$ cat config.mk
export PLATFORM = sky130hd
export DESIGN_NAME = prbs_link_emu
export DESIGN_NICKNAME = d
export VERILOG_FILES = /design/src/monitor_pkg.sv /design/src/pattern_pkg.sv /design/src/chk_result_if.sv /design/src/prbs_link_emu.sv /design/src/link_stat_unit.sv /design/src/prbs_lane_checker.sv /design/src/prbs_lane_bank.sv
export VERILOG_INCLUDE_DIRS = /design/src /design/src/include
export SDC_FILE = /design/constraint.sdc
export NUM_CORES = 2
export LEC_CHECK = 0
export ABC_CLOCK_PERIOD_IN_PS = 12900
export BUFFER_PORTS_ARGS = -buffer_cell sky130_fd_sc_hd__buf_2
export CORE_MARGIN = 4
export CORE_UTILIZATION = 30
export DETAILED_ROUTE_END_ITERATION = 16
export HOLD_SLACK_MARGIN = 0.06
export PLACE_DENSITY = 0.54
export SLEW_MARGIN = 20
export SYNTH_ARGS = -nofsm -noshare
export SYNTH_HDL_FRONTEND = slang
export SYNTH_SLANG_ARGS = --single-unit
$ cat constraint.sdc
create_clock -name emu_clk -period 12.9 [get_ports emu_clk]
set_input_delay 0.645 -clock emu_clk [delete_from_list [all_inputs] [get_ports emu_clk]]
set_output_delay 0.645 -clock emu_clk [all_outputs]
set_load 0.005 [all_outputs]
$ cat src/include/prbs_defines.svh
`ifndef PRBS_DEFINES_SVH
`define PRBS_DEFINES_SVH

// Number of interleaved slices, one PRBS lane per slice
`define PRBS_NTI 16

// Emulator clocks per pattern step
`define PRBS_DIV 6

// Consecutive good predictions before a lane counts as locked
`define PRBS_LOCK_RUN 40

// Consecutive misses that send a locked lane back to hunting
`define PRBS_LOSS_RUN 8

// Statistics counter width
`define PRBS_CNT_W 32

`endif
$ cat src/monitor_pkg.sv
`include "prbs_defines.svh"

package monitor_pkg;

    // Lane checker states
    typedef enum logic {
        HUNT   = 1'b0,
        LOCKED = 1'b1
    } chk_state_e;

    // One statistics counter
    typedef logic [`PRBS_CNT_W-1:0] stat_cnt_t;

    ////////////////////////////////////////////////////////////
    // Link statistics record
    ////////////////////////////////////////////////////////////

    typedef struct packed {
        // Words accepted on the generator output
        stat_cnt_t words_sent;
        // Words taken by the checker
        stat_cnt_t words_checked;
        // Mispredicted bits in locked lanes
        stat_cnt_t bit_errors;
        // Lock to hunt transitions summed over lanes
        stat_cnt_t lock_losses;
    } link_stats_t;

endpackage

$ cat src/pattern_pkg.sv
`include "prbs_defines.svh"

package pattern_pkg;

    // Polynomial select
    typedef enum logic [1:0] {
        PRBS7  = 2'd0,
        PRBS15 = 2'd1,
        PRBS31 = 2'd2
    } prbs_mode_e;

    // Per-lane shift register, the short modes live in the low bits
    typedef logic [30:0] prbs_state_t;

    // One bit per interleaved lane
    typedef logic [`PRBS_NTI-1:0] lane_word_t;

    // Feedback bit of a register for the selected polynomial
    // Taps are 1-based, so tap n is bit n-1
    function automatic logic prbs_fb(input prbs_state_t s, input prbs_mode_e m);
        logic fb;
        case (m)
            PRBS7:   fb = s[6] ^ s[5];
            PRBS15:  fb = s[14] ^ s[13];
            default: fb = s[30] ^ s[27];
        endcase
        return fb;
    endfunction

    // Next register value once the feedback bit is known
    function automatic prbs_state_t prbs_shift(input prbs_state_t s, input logic b);
        return {s[29:0], b};
    endfunction

endpackage

$ cat src/chk_result_if.sv
`timescale 1ns/1ps

interface chk_result_if;
    import pattern_pkg::*;

    // One result per checked word
    logic       res_valid;
    lane_word_t err_mask;
    lane_word_t lock_mask;
    lane_word_t loss_mask;

    // Checker side
    modport src (
        output res_valid, err_mask, lock_mask, loss_mask
    );

    // Statistics side
    modport dst (
        input res_valid, err_mask, lock_mask, loss_mask
    );

endinterface

$ cat src/prbs_link_emu.sv
`timescale 1ns/1ps
`include "prbs_defines.svh"

module prbs_link_emu (
    input  logic                    emu_clk,
    input  logic                    emu_rst,
    input  pattern_pkg::prbs_mode_e mode_i,
    input  logic                    invert_i,
    input  logic                    err_inj_i,
    input  logic                    clear_i,
    input  logic                    tx_ready_i,
    output logic [`PRBS_NTI-1:0]    tx_data_o,
    output logic                    tx_valid_o,
    input  logic [`PRBS_NTI-1:0]    rx_data_i,
    input  logic                    rx_valid_i,
    output logic [`PRBS_CNT_W-1:0]  words_sent_o,
    output logic [`PRBS_CNT_W-1:0]  words_checked_o,
    output logic [`PRBS_CNT_W-1:0]  bit_errors_o,
    output logic [`PRBS_CNT_W-1:0]  lock_losses_o,
    output logic                    all_locked_o
);
    import monitor_pkg::*;

    logic        word_sent;
    link_stats_t stats;

    chk_result_if u_chk_result_if ();

    // Pattern source
    prbs_lane_bank u_prbs_lane_bank (
        .emu_clk     (emu_clk),
        .emu_rst     (emu_rst),
        .mode_i      (mode_i),
        .invert_i    (invert_i),
        .err_inj_i   (err_inj_i),
        .tx_ready_i  (tx_ready_i),
        .tx_data_o   (tx_data_o),
        .tx_valid_o  (tx_valid_o),
        .word_sent_o (word_sent)
    );

    // Receive side checker
    prbs_lane_checker u_prbs_lane_checker (
        .emu_clk    (emu_clk),
        .emu_rst    (emu_rst),
        .mode_i     (mode_i),
        .invert_i   (invert_i),
        .rx_data_i  (rx_data_i),
        .rx_valid_i (rx_valid_i),
        .res        (u_chk_result_if.src)
    );

    link_stat_unit u_link_stat_unit (
        .emu_clk      (emu_clk),
        .emu_rst      (emu_rst),
        .clear_i      (clear_i),
        .word_sent_i  (word_sent),
        .res          (u_chk_result_if.dst),
        .stats_o      (stats),
        .all_locked_o (all_locked_o)
    );

    // Statistics record onto plain ports
    assign words_sent_o    = stats.words_sent;
    assign words_checked_o = stats.words_checked;
    assign bit_errors_o    = stats.bit_errors;
    assign lock_losses_o   = stats.lock_losses;

endmodule

$ cat src/link_stat_unit.sv
`timescale 1ns/1ps
`include "prbs_defines.svh"

module link_stat_unit (
    input  logic                     emu_clk,
    input  logic                     emu_rst,
    input  logic                     clear_i,
    input  logic                     word_sent_i,
    chk_result_if.dst                res,
    output monitor_pkg::link_stats_t stats_o,
    output logic                     all_locked_o
);
    import pattern_pkg::*;
    import monitor_pkg::*;

    localparam int POP_W = $clog2(`PRBS_NTI + 1);

    logic [POP_W-1:0] err_pop;
    logic [POP_W-1:0] loss_pop;

    // Number of set lanes in a mask
    function automatic logic [POP_W-1:0] popcount(input lane_word_t m);
        logic [POP_W-1:0] n;
        n = '0;
        for (int i = 0; i < `PRBS_NTI; i++) begin
            n = n + POP_W'(m[i]);
        end
        return n;
    endfunction

    assign err_pop  = popcount(res.err_mask);
    assign loss_pop = popcount(res.loss_mask);

    ////////////////////////////////////////////////////////////
    // Counters
    ////////////////////////////////////////////////////////////

    always_ff @(posedge emu_clk) begin
        if (emu_rst || clear_i) begin
            stats_o <= '0;
        end else begin
            if (word_sent_i) begin
                stats_o.words_sent <= stats_o.words_sent + 1'b1;
            end
            if (res.res_valid) begin
                stats_o.words_checked <= stats_o.words_checked + 1'b1;
                stats_o.bit_errors    <= stats_o.bit_errors + stat_cnt_t'(err_pop);
                stats_o.lock_losses   <= stats_o.lock_losses + stat_cnt_t'(loss_pop);
            end
        end
    end

    // Lock flag is not a counter and ignores clear
    always_ff @(posedge emu_clk) begin
        if (emu_rst) begin
            all_locked_o <= 1'b0;
        end else begin
            all_locked_o <= &res.lock_mask;
        end
    end

endmodule

$ cat src/prbs_lane_checker.sv
`timescale 1ns/1ps
`include "prbs_defines.svh"

module prbs_lane_checker (
    input  logic                    emu_clk,
    input  logic                    emu_rst,
    input  pattern_pkg::prbs_mode_e mode_i,
    input  logic                    invert_i,
    input  pattern_pkg::lane_word_t rx_data_i,
    input  logic                    rx_valid_i,
    chk_result_if.src               res
);
    import pattern_pkg::*;
    import monitor_pkg::*;

    localparam int RUN_W  = $clog2(`PRBS_LOCK_RUN + 1);
    localparam int MISS_W = $clog2(`PRBS_LOSS_RUN + 1);

    chk_state_e        state_q [`PRBS_NTI];
    prbs_state_t       hist_q  [`PRBS_NTI];
    logic [RUN_W-1:0]  run_q   [`PRBS_NTI];
    logic [MISS_W-1:0] miss_q  [`PRBS_NTI];

    lane_word_t rx_bits;
    lane_word_t pred_bits;
    lane_word_t hit_bits;
    lane_word_t lock_bits;
    lane_word_t err_q;
    lane_word_t loss_q;
    logic       res_valid_q;

    // Undo the inversion before comparing
    assign rx_bits  = rx_data_i ^ {`PRBS_NTI{invert_i}};
    assign hit_bits = ~(rx_bits ^ pred_bits);

    always_comb begin
        for (int i = 0; i < `PRBS_NTI; i++) begin
            pred_bits[i] = prbs_fb(hist_q[i], mode_i);
            lock_bits[i] = (state_q[i] == LOCKED);
        end
    end

    ////////////////////////////////////////////////////////////
    // Per-lane lock FSMs
    ////////////////////////////////////////////////////////////

    always_ff @(posedge emu_clk) begin
        if (emu_rst) begin
            for (int i = 0; i < `PRBS_NTI; i++) begin
                state_q[i] <= HUNT;
                hist_q[i]  <= '0;
                run_q[i]   <= '0;
                miss_q[i]  <= '0;
            end
            err_q       <= '0;
            loss_q      <= '0;
            res_valid_q <= 1'b0;
        end else begin
            res_valid_q <= rx_valid_i;
            err_q       <= '0;
            loss_q      <= '0;
            if (rx_valid_i) begin
                for (int i = 0; i < `PRBS_NTI; i++) begin
                    if (state_q[i] == HUNT) begin
                        // History follows the line while hunting
                        hist_q[i] <= prbs_shift(hist_q[i], rx_bits[i]);
                        miss_q[i] <= '0;
                        if (!hit_bits[i]) begin
                            run_q[i] <= '0;
                        end else if (run_q[i] == RUN_W'(`PRBS_LOCK_RUN - 1)) begin
                            state_q[i] <= LOCKED;
                            run_q[i]   <= '0;
                        end else begin
                            run_q[i] <= run_q[i] + 1'b1;
                        end
                    end else begin
                        // Free running once locked, so a flipped bit
                        // is counted once and not fed back into the taps
                        hist_q[i] <= prbs_shift(hist_q[i], pred_bits[i]);
                        if (hit_bits[i]) begin
                            miss_q[i] <= '0;
                        end else begin
                            err_q[i] <= 1'b1;
                            if (miss_q[i] == MISS_W'(`PRBS_LOSS_RUN - 1)) begin
                                state_q[i] <= HUNT;
                                miss_q[i]  <= '0;
                                loss_q[i]  <= 1'b1;
                            end else begin
                                miss_q[i] <= miss_q[i] + 1'b1;
                            end
                        end
                    end
                end
            end
        end
    end

    // Results one cycle after the word
    assign res.res_valid = res_valid_q;
    assign res.err_mask  = err_q;
    assign res.loss_mask = loss_q;
    assign res.lock_mask = lock_bits;

endmodule

$ cat src/prbs_lane_bank.sv
`timescale 1ns/1ps
`include "prbs_defines.svh"

module prbs_lane_bank (
    input  logic                    emu_clk,
    input  logic                    emu_rst,
    input  pattern_pkg::prbs_mode_e mode_i,
    input  logic                    invert_i,
    input  logic                    err_inj_i,
    input  logic                    tx_ready_i,
    output pattern_pkg::lane_word_t tx_data_o,
    output logic                    tx_valid_o,
    output logic                    word_sent_o
);
    import pattern_pkg::*;

    localparam int DIV_W = $clog2(`PRBS_DIV + 1);

    prbs_state_t      lane_q [`PRBS_NTI];
    lane_word_t       fb_bits;
    logic [DIV_W-1:0] step_q;
    logic             step_done;
    logic             inj_pend_q;
    logic             inj_now;

    // Next bit of every lane
    always_comb begin
        for (int i = 0; i < `PRBS_NTI; i++) begin
            fb_bits[i] = prbs_fb(lane_q[i], mode_i);
        end
    end

    // Counter only runs while no word is waiting
    assign step_done   = !tx_valid_o && (step_q == DIV_W'(`PRBS_DIV - 1));
    assign word_sent_o = tx_valid_o & tx_ready_i;

    // A request in the producing cycle still lands on this word
    assign inj_now = inj_pend_q | err_inj_i;

    ////////////////////////////////////////////////////////////
    // Step divider and output handshake
    ////////////////////////////////////////////////////////////

    always_ff @(posedge emu_clk) begin
        if (emu_rst) begin
            step_q     <= '0;
            tx_valid_o <= 1'b0;
        end else if (!tx_valid_o) begin
            if (step_done) begin
                step_q     <= '0;
                tx_valid_o <= 1'b1;
            end else begin
                step_q <= step_q + 1'b1;
            end
        end else if (word_sent_o) begin
            tx_valid_o <= 1'b0;
        end
    end

    // Injection request held until a word is produced
    always_ff @(posedge emu_clk) begin
        if (emu_rst) begin
            inj_pend_q <= 1'b0;
        end else if (step_done) begin
            inj_pend_q <= 1'b0;
        end else if (err_inj_i) begin
            inj_pend_q <= 1'b1;
        end
    end

    ////////////////////////////////////////////////////////////
    // Lane registers and output word
    ////////////////////////////////////////////////////////////

    // Seeds are lane index plus one
    always_ff @(posedge emu_clk) begin
        if (emu_rst) begin
            for (int i = 0; i < `PRBS_NTI; i++) begin
                lane_q[i] <= prbs_state_t'(i + 1);
            end
        end else if (step_done) begin
            for (int i = 0; i < `PRBS_NTI; i++) begin
                lane_q[i] <= prbs_shift(lane_q[i], fb_bits[i]);
            end
        end
    end

    // Inversion and lane 0 flip touch the output only
    always_ff @(posedge emu_clk) begin
        if (step_done) begin
            tx_data_o <= fb_bits ^ {`PRBS_NTI{invert_i}} ^ lane_word_t'(inj_now);
        end
    end

endmodule

Word level (Yosys, flattened, before mapping) --
Memories as Yosys holds them, arrays and structs flattened. Index checks and enable logic that the tools add are counted.
Operators by class: bitwise logic cells 312, multiplexer cells 904, add/subtract/negate cells 67, equal/unequal tests 34, reduce and logical (&&, ||, !) cells 23
Operators by type and width (count):
- 2-to-1 mux 31 bit | 48
- 2-to-1 mux 1 bit | 711
- 2-to-1 mux 6 bit | 48
- 2-to-1 mux 4 bit | 64
- bitwise OR 1 bit | 193
- adder 5 x 1 -> 5 bit | 28
- adder 6 x 1 -> 6 bit (second input constant) | 16
- == test 6 bit (second input constant) | 16
- XOR 1 bit | 96
- adder 32 x 1 -> 32 bit (second input constant) | 2
- adder 32 x 5 -> 32 bit | 2
- adder 4 x 1 -> 4 bit (second input constant) | 16
- == test 4 x 3 -> 1 bit (second input constant) | 16
- one-hot mux 1 bit (2 select lines) | 32
- OR reduction 3 bit | 16
- XOR 16 bit | 3
- inverter 1 bit | 17
- inverter 16 bit | 1
- AND reduction 16 bit | 1
- XOR 16 x 1 -> 16 bit | 1
- adder 1 x 1 -> 2 bit | 2
- OR reduction 2 bit | 2
- adder 3 x 1 -> 3 bit (second input constant) | 1
- == test 3 bit (second input constant) | 1
- 7 further kinds | 7
Word-level totals: output and inout port bits 146, memories kept 5, bits in registers 183, input bits 25, RAM bits 1168, word-level logic and storage cells 1372
Memory list:
- u_prbs_lane_bank.lane_q | depth 16, bits a word 31, read ports 16, clocked after memory_dff 0, wr ports 16, line prbs_lane_bank.sv:19 | prbs_state_t lane_q [`PRBS_NTI];
- u_prbs_lane_checker.hist_q | depth 16, bits a word 31, read ports 16, clocked after memory_dff 0, wr ports 16, line prbs_lane_checker.sv:20 | prbs_state_t hist_q [`PRBS_NTI];
- u_prbs_lane_checker.run_q | depth 16, bits a word 6, read ports 16, clocked after memory_dff 0, wr ports 16, line prbs_lane_checker.sv:21 | logic [RUN_W-1:0] run_q [`PRBS_NTI];
- u_prbs_lane_checker.miss_q | depth 16, bits a word 4, read ports 16, clocked after memory_dff 0, wr ports 16, line prbs_lane_checker.sv:22 | logic [MISS_W-1:0] miss_q [`PRBS_NTI];
- u_prbs_lane_checker.state_q | depth 16, bits a word 1, read ports 16, clocked after memory_dff 0, wr ports 16, line prbs_lane_checker.sv:19 | chk_state_e state_q [`PRBS_NTI];

Depth between registers and ports, before layout --
depth in word-level cells 16, gate-level depth with buffers 20, gate-level depth less buffers 19

Modules after synthesis --
A second synthesis with hierarchy kept.
Second synthesis, totals: cell total of the unflattened synthesis 4100, area, all modules 55943.7 µm²
Modules (own cells, without submodules):
- prbs_lane_checker | seq. area each 20840.0 µm², instances 1, area an instance 29219.3 µm², cells each 2106
- prbs_lane_bank | seq. area each 15474.8 µm², instances 1, area an instance 19869.1 µm², cells each 1211
- link_stat_unit | seq. area each 2582.5 µm², instances 1, area an instance 6855.3 µm², cells each 783

Worst setup path before layout --
OpenSTA, ideal clock, no wires.
kind input -> register, start input port emu_rst, end memory u_prbs_lane_bank.lane_q[0][0] (netlist bit) (enable), arrival 9.052 ns, path buffers 1, cell stages on the path 3, required time 9.327 ns, path slack 0.275 ns, library setup time 3.573 ns, cells stage by stage clkinv_1 -> clkbuf_1 -> nand2_1
RTL lines:
- from (decl) | line prbs_link_emu.sv:6 | input logic emu_rst,
- to (decl) | line prbs_lane_bank.sv:19

Worst setup path after layout --
start register u_prbs_lane_checker.loss_q[0], in the netlist u_prbs_lane_checker.res.loss_mask[0], end register u_link_stat_unit.stats_o[28] (netlist bit)
On the way: word-level cells in the longest chain between the ends 16
Ends and longest elaborated chain:
- from (decl) | line prbs_lane_checker.sv:29 | lane_word_t loss_q;
- from (signal assigned) | line prbs_lane_checker.sv:56 | loss_q <= '0;
- from (signal assigned) | line prbs_lane_checker.sv:61 | loss_q <= '0;
- from (signal, indexed assignment) | line prbs_lane_checker.sv:87 | loss_q[i] <= 1'b1;
- adder 1 x 1 -> 2 bit | line link_stat_unit.sv:26 | n = n + POP_W'(m[i]);
- adder 5 x 1 -> 5 bit (14 in series) | line link_stat_unit.sv:26
- adder 32 x 5 -> 32 bit | line link_stat_unit.sv:48 | stats_o.lock_losses <= stats_o.lock_losses + stat_cnt_t'(loss_pop);
- to (decl) | line link_stat_unit.sv:10 | output monitor_pkg::link_stats_t stats_o,
No other way between the ends. A chain may end at the register's enable or synchronous reset.

==> impl_metrics.py <==
metrics = {
    "yosys": {
        "synth_edf_count": 1184,
        "synth_seq_cells": 1351,
        "yosysWarnings": 0,
        "seq_area_frac_synth_pct": 69.3,
        "synthCells": 4145,
        "ys.flop_type": "edfxtp_1",
        "synthDistinctLibCells": 56,
        "syn_avg_cell_area_um2": 13.6,
        "syn_area_um2": 56200,
        "syn_nets": 4248,
        "synth_async_sr_flop_share_pct": 0,
    },
    "floorplanning": {
        "core-area_um2": 186000,
        "io_pins": 171,
        "die_y_um": 441,
        "rows": 158,
        "dieArea_um2": 194000,
        "die_w_um": 441,
        "initial_core_util_pct": 30.2,
    },
    "sta": {
        "fmax_ghz": 0.174,
        "finalSetupViolCount": 0,
        "period_minus_slack_ps": 5760,
        "final.hold.worst_slack_ps": 211,
        "slew_headroom_pct": 21.5,
        "tightest_slew_ps": 1180,
        "period_share_pct": 44.7,
        "grt_setup_unrepaired": "no",
        "finalMaxSlewViolations": 0,
        "tns_ps": 0,
        "finClkSkew_ps": 38.2,
        "timing.final.hold_violations": 0,
    },
    "route": {
        "wl_per_cell_um": 15.9,
        "route.detailed.drc": 0,
        "drt-total-wl_um": 110000,
        "vias": 31346,
        "postRouteAntennaNets": 0,
        "drt_iter0_markers": 2106,
        "drtPass1Iterations": 5,
        "post_drt_via_cell_ratio": 4.55,
    },
    "cts": {
        "clk_latency_ps": 790,
        "cts_max_level": 4,
        "path_clk_slew_ps": 60,
        "ctsResizeCount": 0,
        "clockRootBuffer": "clkbuf_16",
        "hold_buffers": 1,
        "cts_sinks": 1351,
        "cts_tree": "yes",
        "cts_buffer_depth": 3,
        "cts_setup_buffers": 0,
        "cts_buffers": 147,
    },
    "place": {
        "io_buffers": 170,
        "gp_congestion": 0.779,
        "dp_hpwl_um": 63500,
    },
    "run_status": {
        "status": "completed",
    },
    "setup_path": {
        "critPathLaunchType": "flip-flop",
        "crit_fanout": 11,
        "rrSetupSlack_ps": 7140,
        "worst-setup-path-type": "flip-flop to flip-flop",
        "crit_path_end_kind": "flip-flop",
        "critPathRequiredTime_ps": 13580,
        "crit_arrival_ps": 6440,
    },
    "global_route": {
        "grt_max_degree": 188,
        "grt_pass1_vias": 30448,
        "antenna_found_initial": 6,
        "grt_pass1_wl_um": 175000,
        "grt_usage_pct": 11.1,
        "grt_overflow": 0,
    },
    "layout": {
        "num-nets-final": 4387,
        "layout-drive-gt1-share_pct": 10.4,
        "syn_to_final_growth_pct": 14.9,
        "fillers": 18121,
    },
    "power_and_ir_drop": {
        "ir_worst_vdd_uv": 104,
        "p_per_area_nw_per_um2": 151,
        "leakagePower_nw": 24.3,
        "power_mw": 9.77,
    },
    "run": {
        "drv_cap": 0,
    },
    "min_path": {
        "hp-class": "primary input to flip-flop",
    },
}
==> cell usage after synthesis, types with 5 or more instances <==
library cell  instances  area share (%)
fa_1                 22            0.78
mux2i_1              10            0.18
a2111oi_0            18            0.28
o2111ai_1             9            0.14
a311o_1               8            0.14
dfxtp_1             167             6.0
a31oi_1               6           0.067
nand3b_1             10            0.13
buf_2                 5           0.045
clkbuf_1            208             1.4
and4_1               15            0.23
xor2_1              113             1.8
ha_1                 56             1.2
or2_2                19            0.21
nand2_1             141            0.94
buf_1                10           0.067
nor3b_1              16            0.21
inv_1                90            0.60
o21ai_1               7           0.062
nand4_1              42            0.47
and2_1              293             3.3
nor4b_1              12            0.19
nor3_1               93            0.83
or3_1                32            0.36
nand3_1              94            0.84
edfxtp_1           1184              63
a22oi_1              11            0.15
o21ai_0              42            0.37
nand4b_1             13            0.20
a222oi_1              5           0.089
a211oi_1             35            0.47
nand2b_1             11            0.12
nor2b_1             357             4.0
a21o_1                8            0.11
nor2_1              247             1.7
xnor2_1             213             3.3
a21oi_1              83            0.74
nor4_1               39            0.43
and3_1              360             4.0
and3b_1              11            0.17
==> layout by cell type (no fill, tap or decap), drive strengths merged, types with 6 or more instances in the layout <==
cell type,count
fa,22
ha,56
a311o,8
bufinv,11
a21o,8
nor2b,357
xnor2,213
nand4,42
dfxtp,167
nor4b,12
and2,293
a22oi,11
or2,19
or3,32
buf,213
nor2,247
nor4,39
edfxtp,1184
mux2i,10
and3,360
clkbuf,182
xor2,113
and4,15
a2111oi,18
nand2b,11
nand3b,10
nor3b,16
o2111ai,9
a211oi,35
a21oi,83
and3b,11
nand3,94
o21ai,49
a31oi,6
clkinv,55
nor3,93
inv,104
nand2,141
nand4b,13
==> state kept, by name, summed over array words and instances (netlist names), 16 cells and up <==
register	flops
u_link_stat_unit.stats_o	128
u_prbs_lane_bank.tx_data_o	16
u_prbs_lane_bank.lane_q	496
u_prbs_lane_checker.state_q	16
u_prbs_lane_checker.res.err_mask	16
u_prbs_lane_checker.miss_q	64
u_prbs_lane_checker.run_q	96
u_prbs_lane_checker.hist_q	496
u_prbs_lane_checker.res.loss_mask	16
==> metrics by stage <==
step                std cells  util, %  instance area (um2)  setup WS, ps
finish                   6882     34.7                64500          7140
global route             6881     34.7                64500          6810
CTS                      6880     34.7                64500          7150
detailed placement       6614     32.1                59700          7170
global placement         6614     32.1                59700          7230
floorplan                4145        -                56200           275
==> where the power goes <==
part	total (mW)	switching, mW	internal [mW]
registers	5.10	0.0892	5.01
logic	0.472	0.313	0.159
clock network	4.20	1.81	2.40
total	9.77	2.21	7.56
==> cells by family (layout without fill, tap and decap cells) <==
| logic type | after synthesis | count (layout) | share of synthesized area (%) |
|---|---|---|---|
| fa+ha+maj | 78 | 78 | 2.03 |
| compound gates | 253 | 253 | 2.94 |
| flops | 1351 | 1351 | 69.3 |
| buf+inv | 315 | 570 | 2.13 |
| other cells | 0 | 2 | 0 |
| simple gates | 1812 | 1812 | 18.4 |
| mux | 10 | 10 | 0.178 |
| xor+xnor | 326 | 326 | 5.08 |
==> path summary, 6_finish.rpt <==
kind                                                    from                                         to  cells past startpoint
min reg2reg         u_prbs_lane_bank.inj_pend_q$_SDFFE_PP0P_   u_prbs_lane_bank.inj_pend_q$_SDFFE_PP0P_                      2
min                                               tx_ready_i  u_link_stat_unit.stats_o[97]$_SDFFE_PP0P_                      3
max          u_prbs_lane_checker.res.loss_mask[0]$_SDFF_PP0_  u_link_stat_unit.stats_o[28]$_SDFFE_PP0P_                     14
max reg2reg  u_prbs_lane_checker.res.loss_mask[0]$_SDFF_PP0_  u_link_stat_unit.stats_o[28]$_SDFFE_PP0P_                     14
==> final cells by class <==
| cell class | instances | area, um2 | area share, % |
|---|---|---|---|
| clock inverter | 83 | 925 | 1.43 |
| timing repair buffer | 214 | 1250 | 1.94 |
| tap | 2480 | 3100 | 4.81 |
| inverter | 91 | 349 | 0.541 |
| multi-input combinational | 2479 | 16100 | 25.0 |
| antenna | 2 | 5.00 | 0.00776 |
| clock buffer | 182 | 3880 | 6.02 |
| sequential | 1351 | 38900 | 60.3 |
==> routing by layer <==
layer,vias up,routed length (um),share of wire (%),track usage (%)
li1,15182,-,-,-
met1,15561,53500,49,15.9
met2,440,49200,45,16.9
met3,163,4610,4.2,2.49
met4,0,2440,2.2,3.37
met5,-,0,0,0
==> worst max-delay path, stage by stage (launching register included) <==
cell       delay [ps]
dfxtp_1           300
ha_1              280
inv_1              60
fa_1              430
fa_1              490
fa_1              530
fa_1              430
fa_1              410
fa_1              500
fa_1              420
nor2b_1           200
o2111ai_1         490
a2111oi_0         740
a21oi_1           150
a31o_2            230
Power figures use the tool's default switching activity.
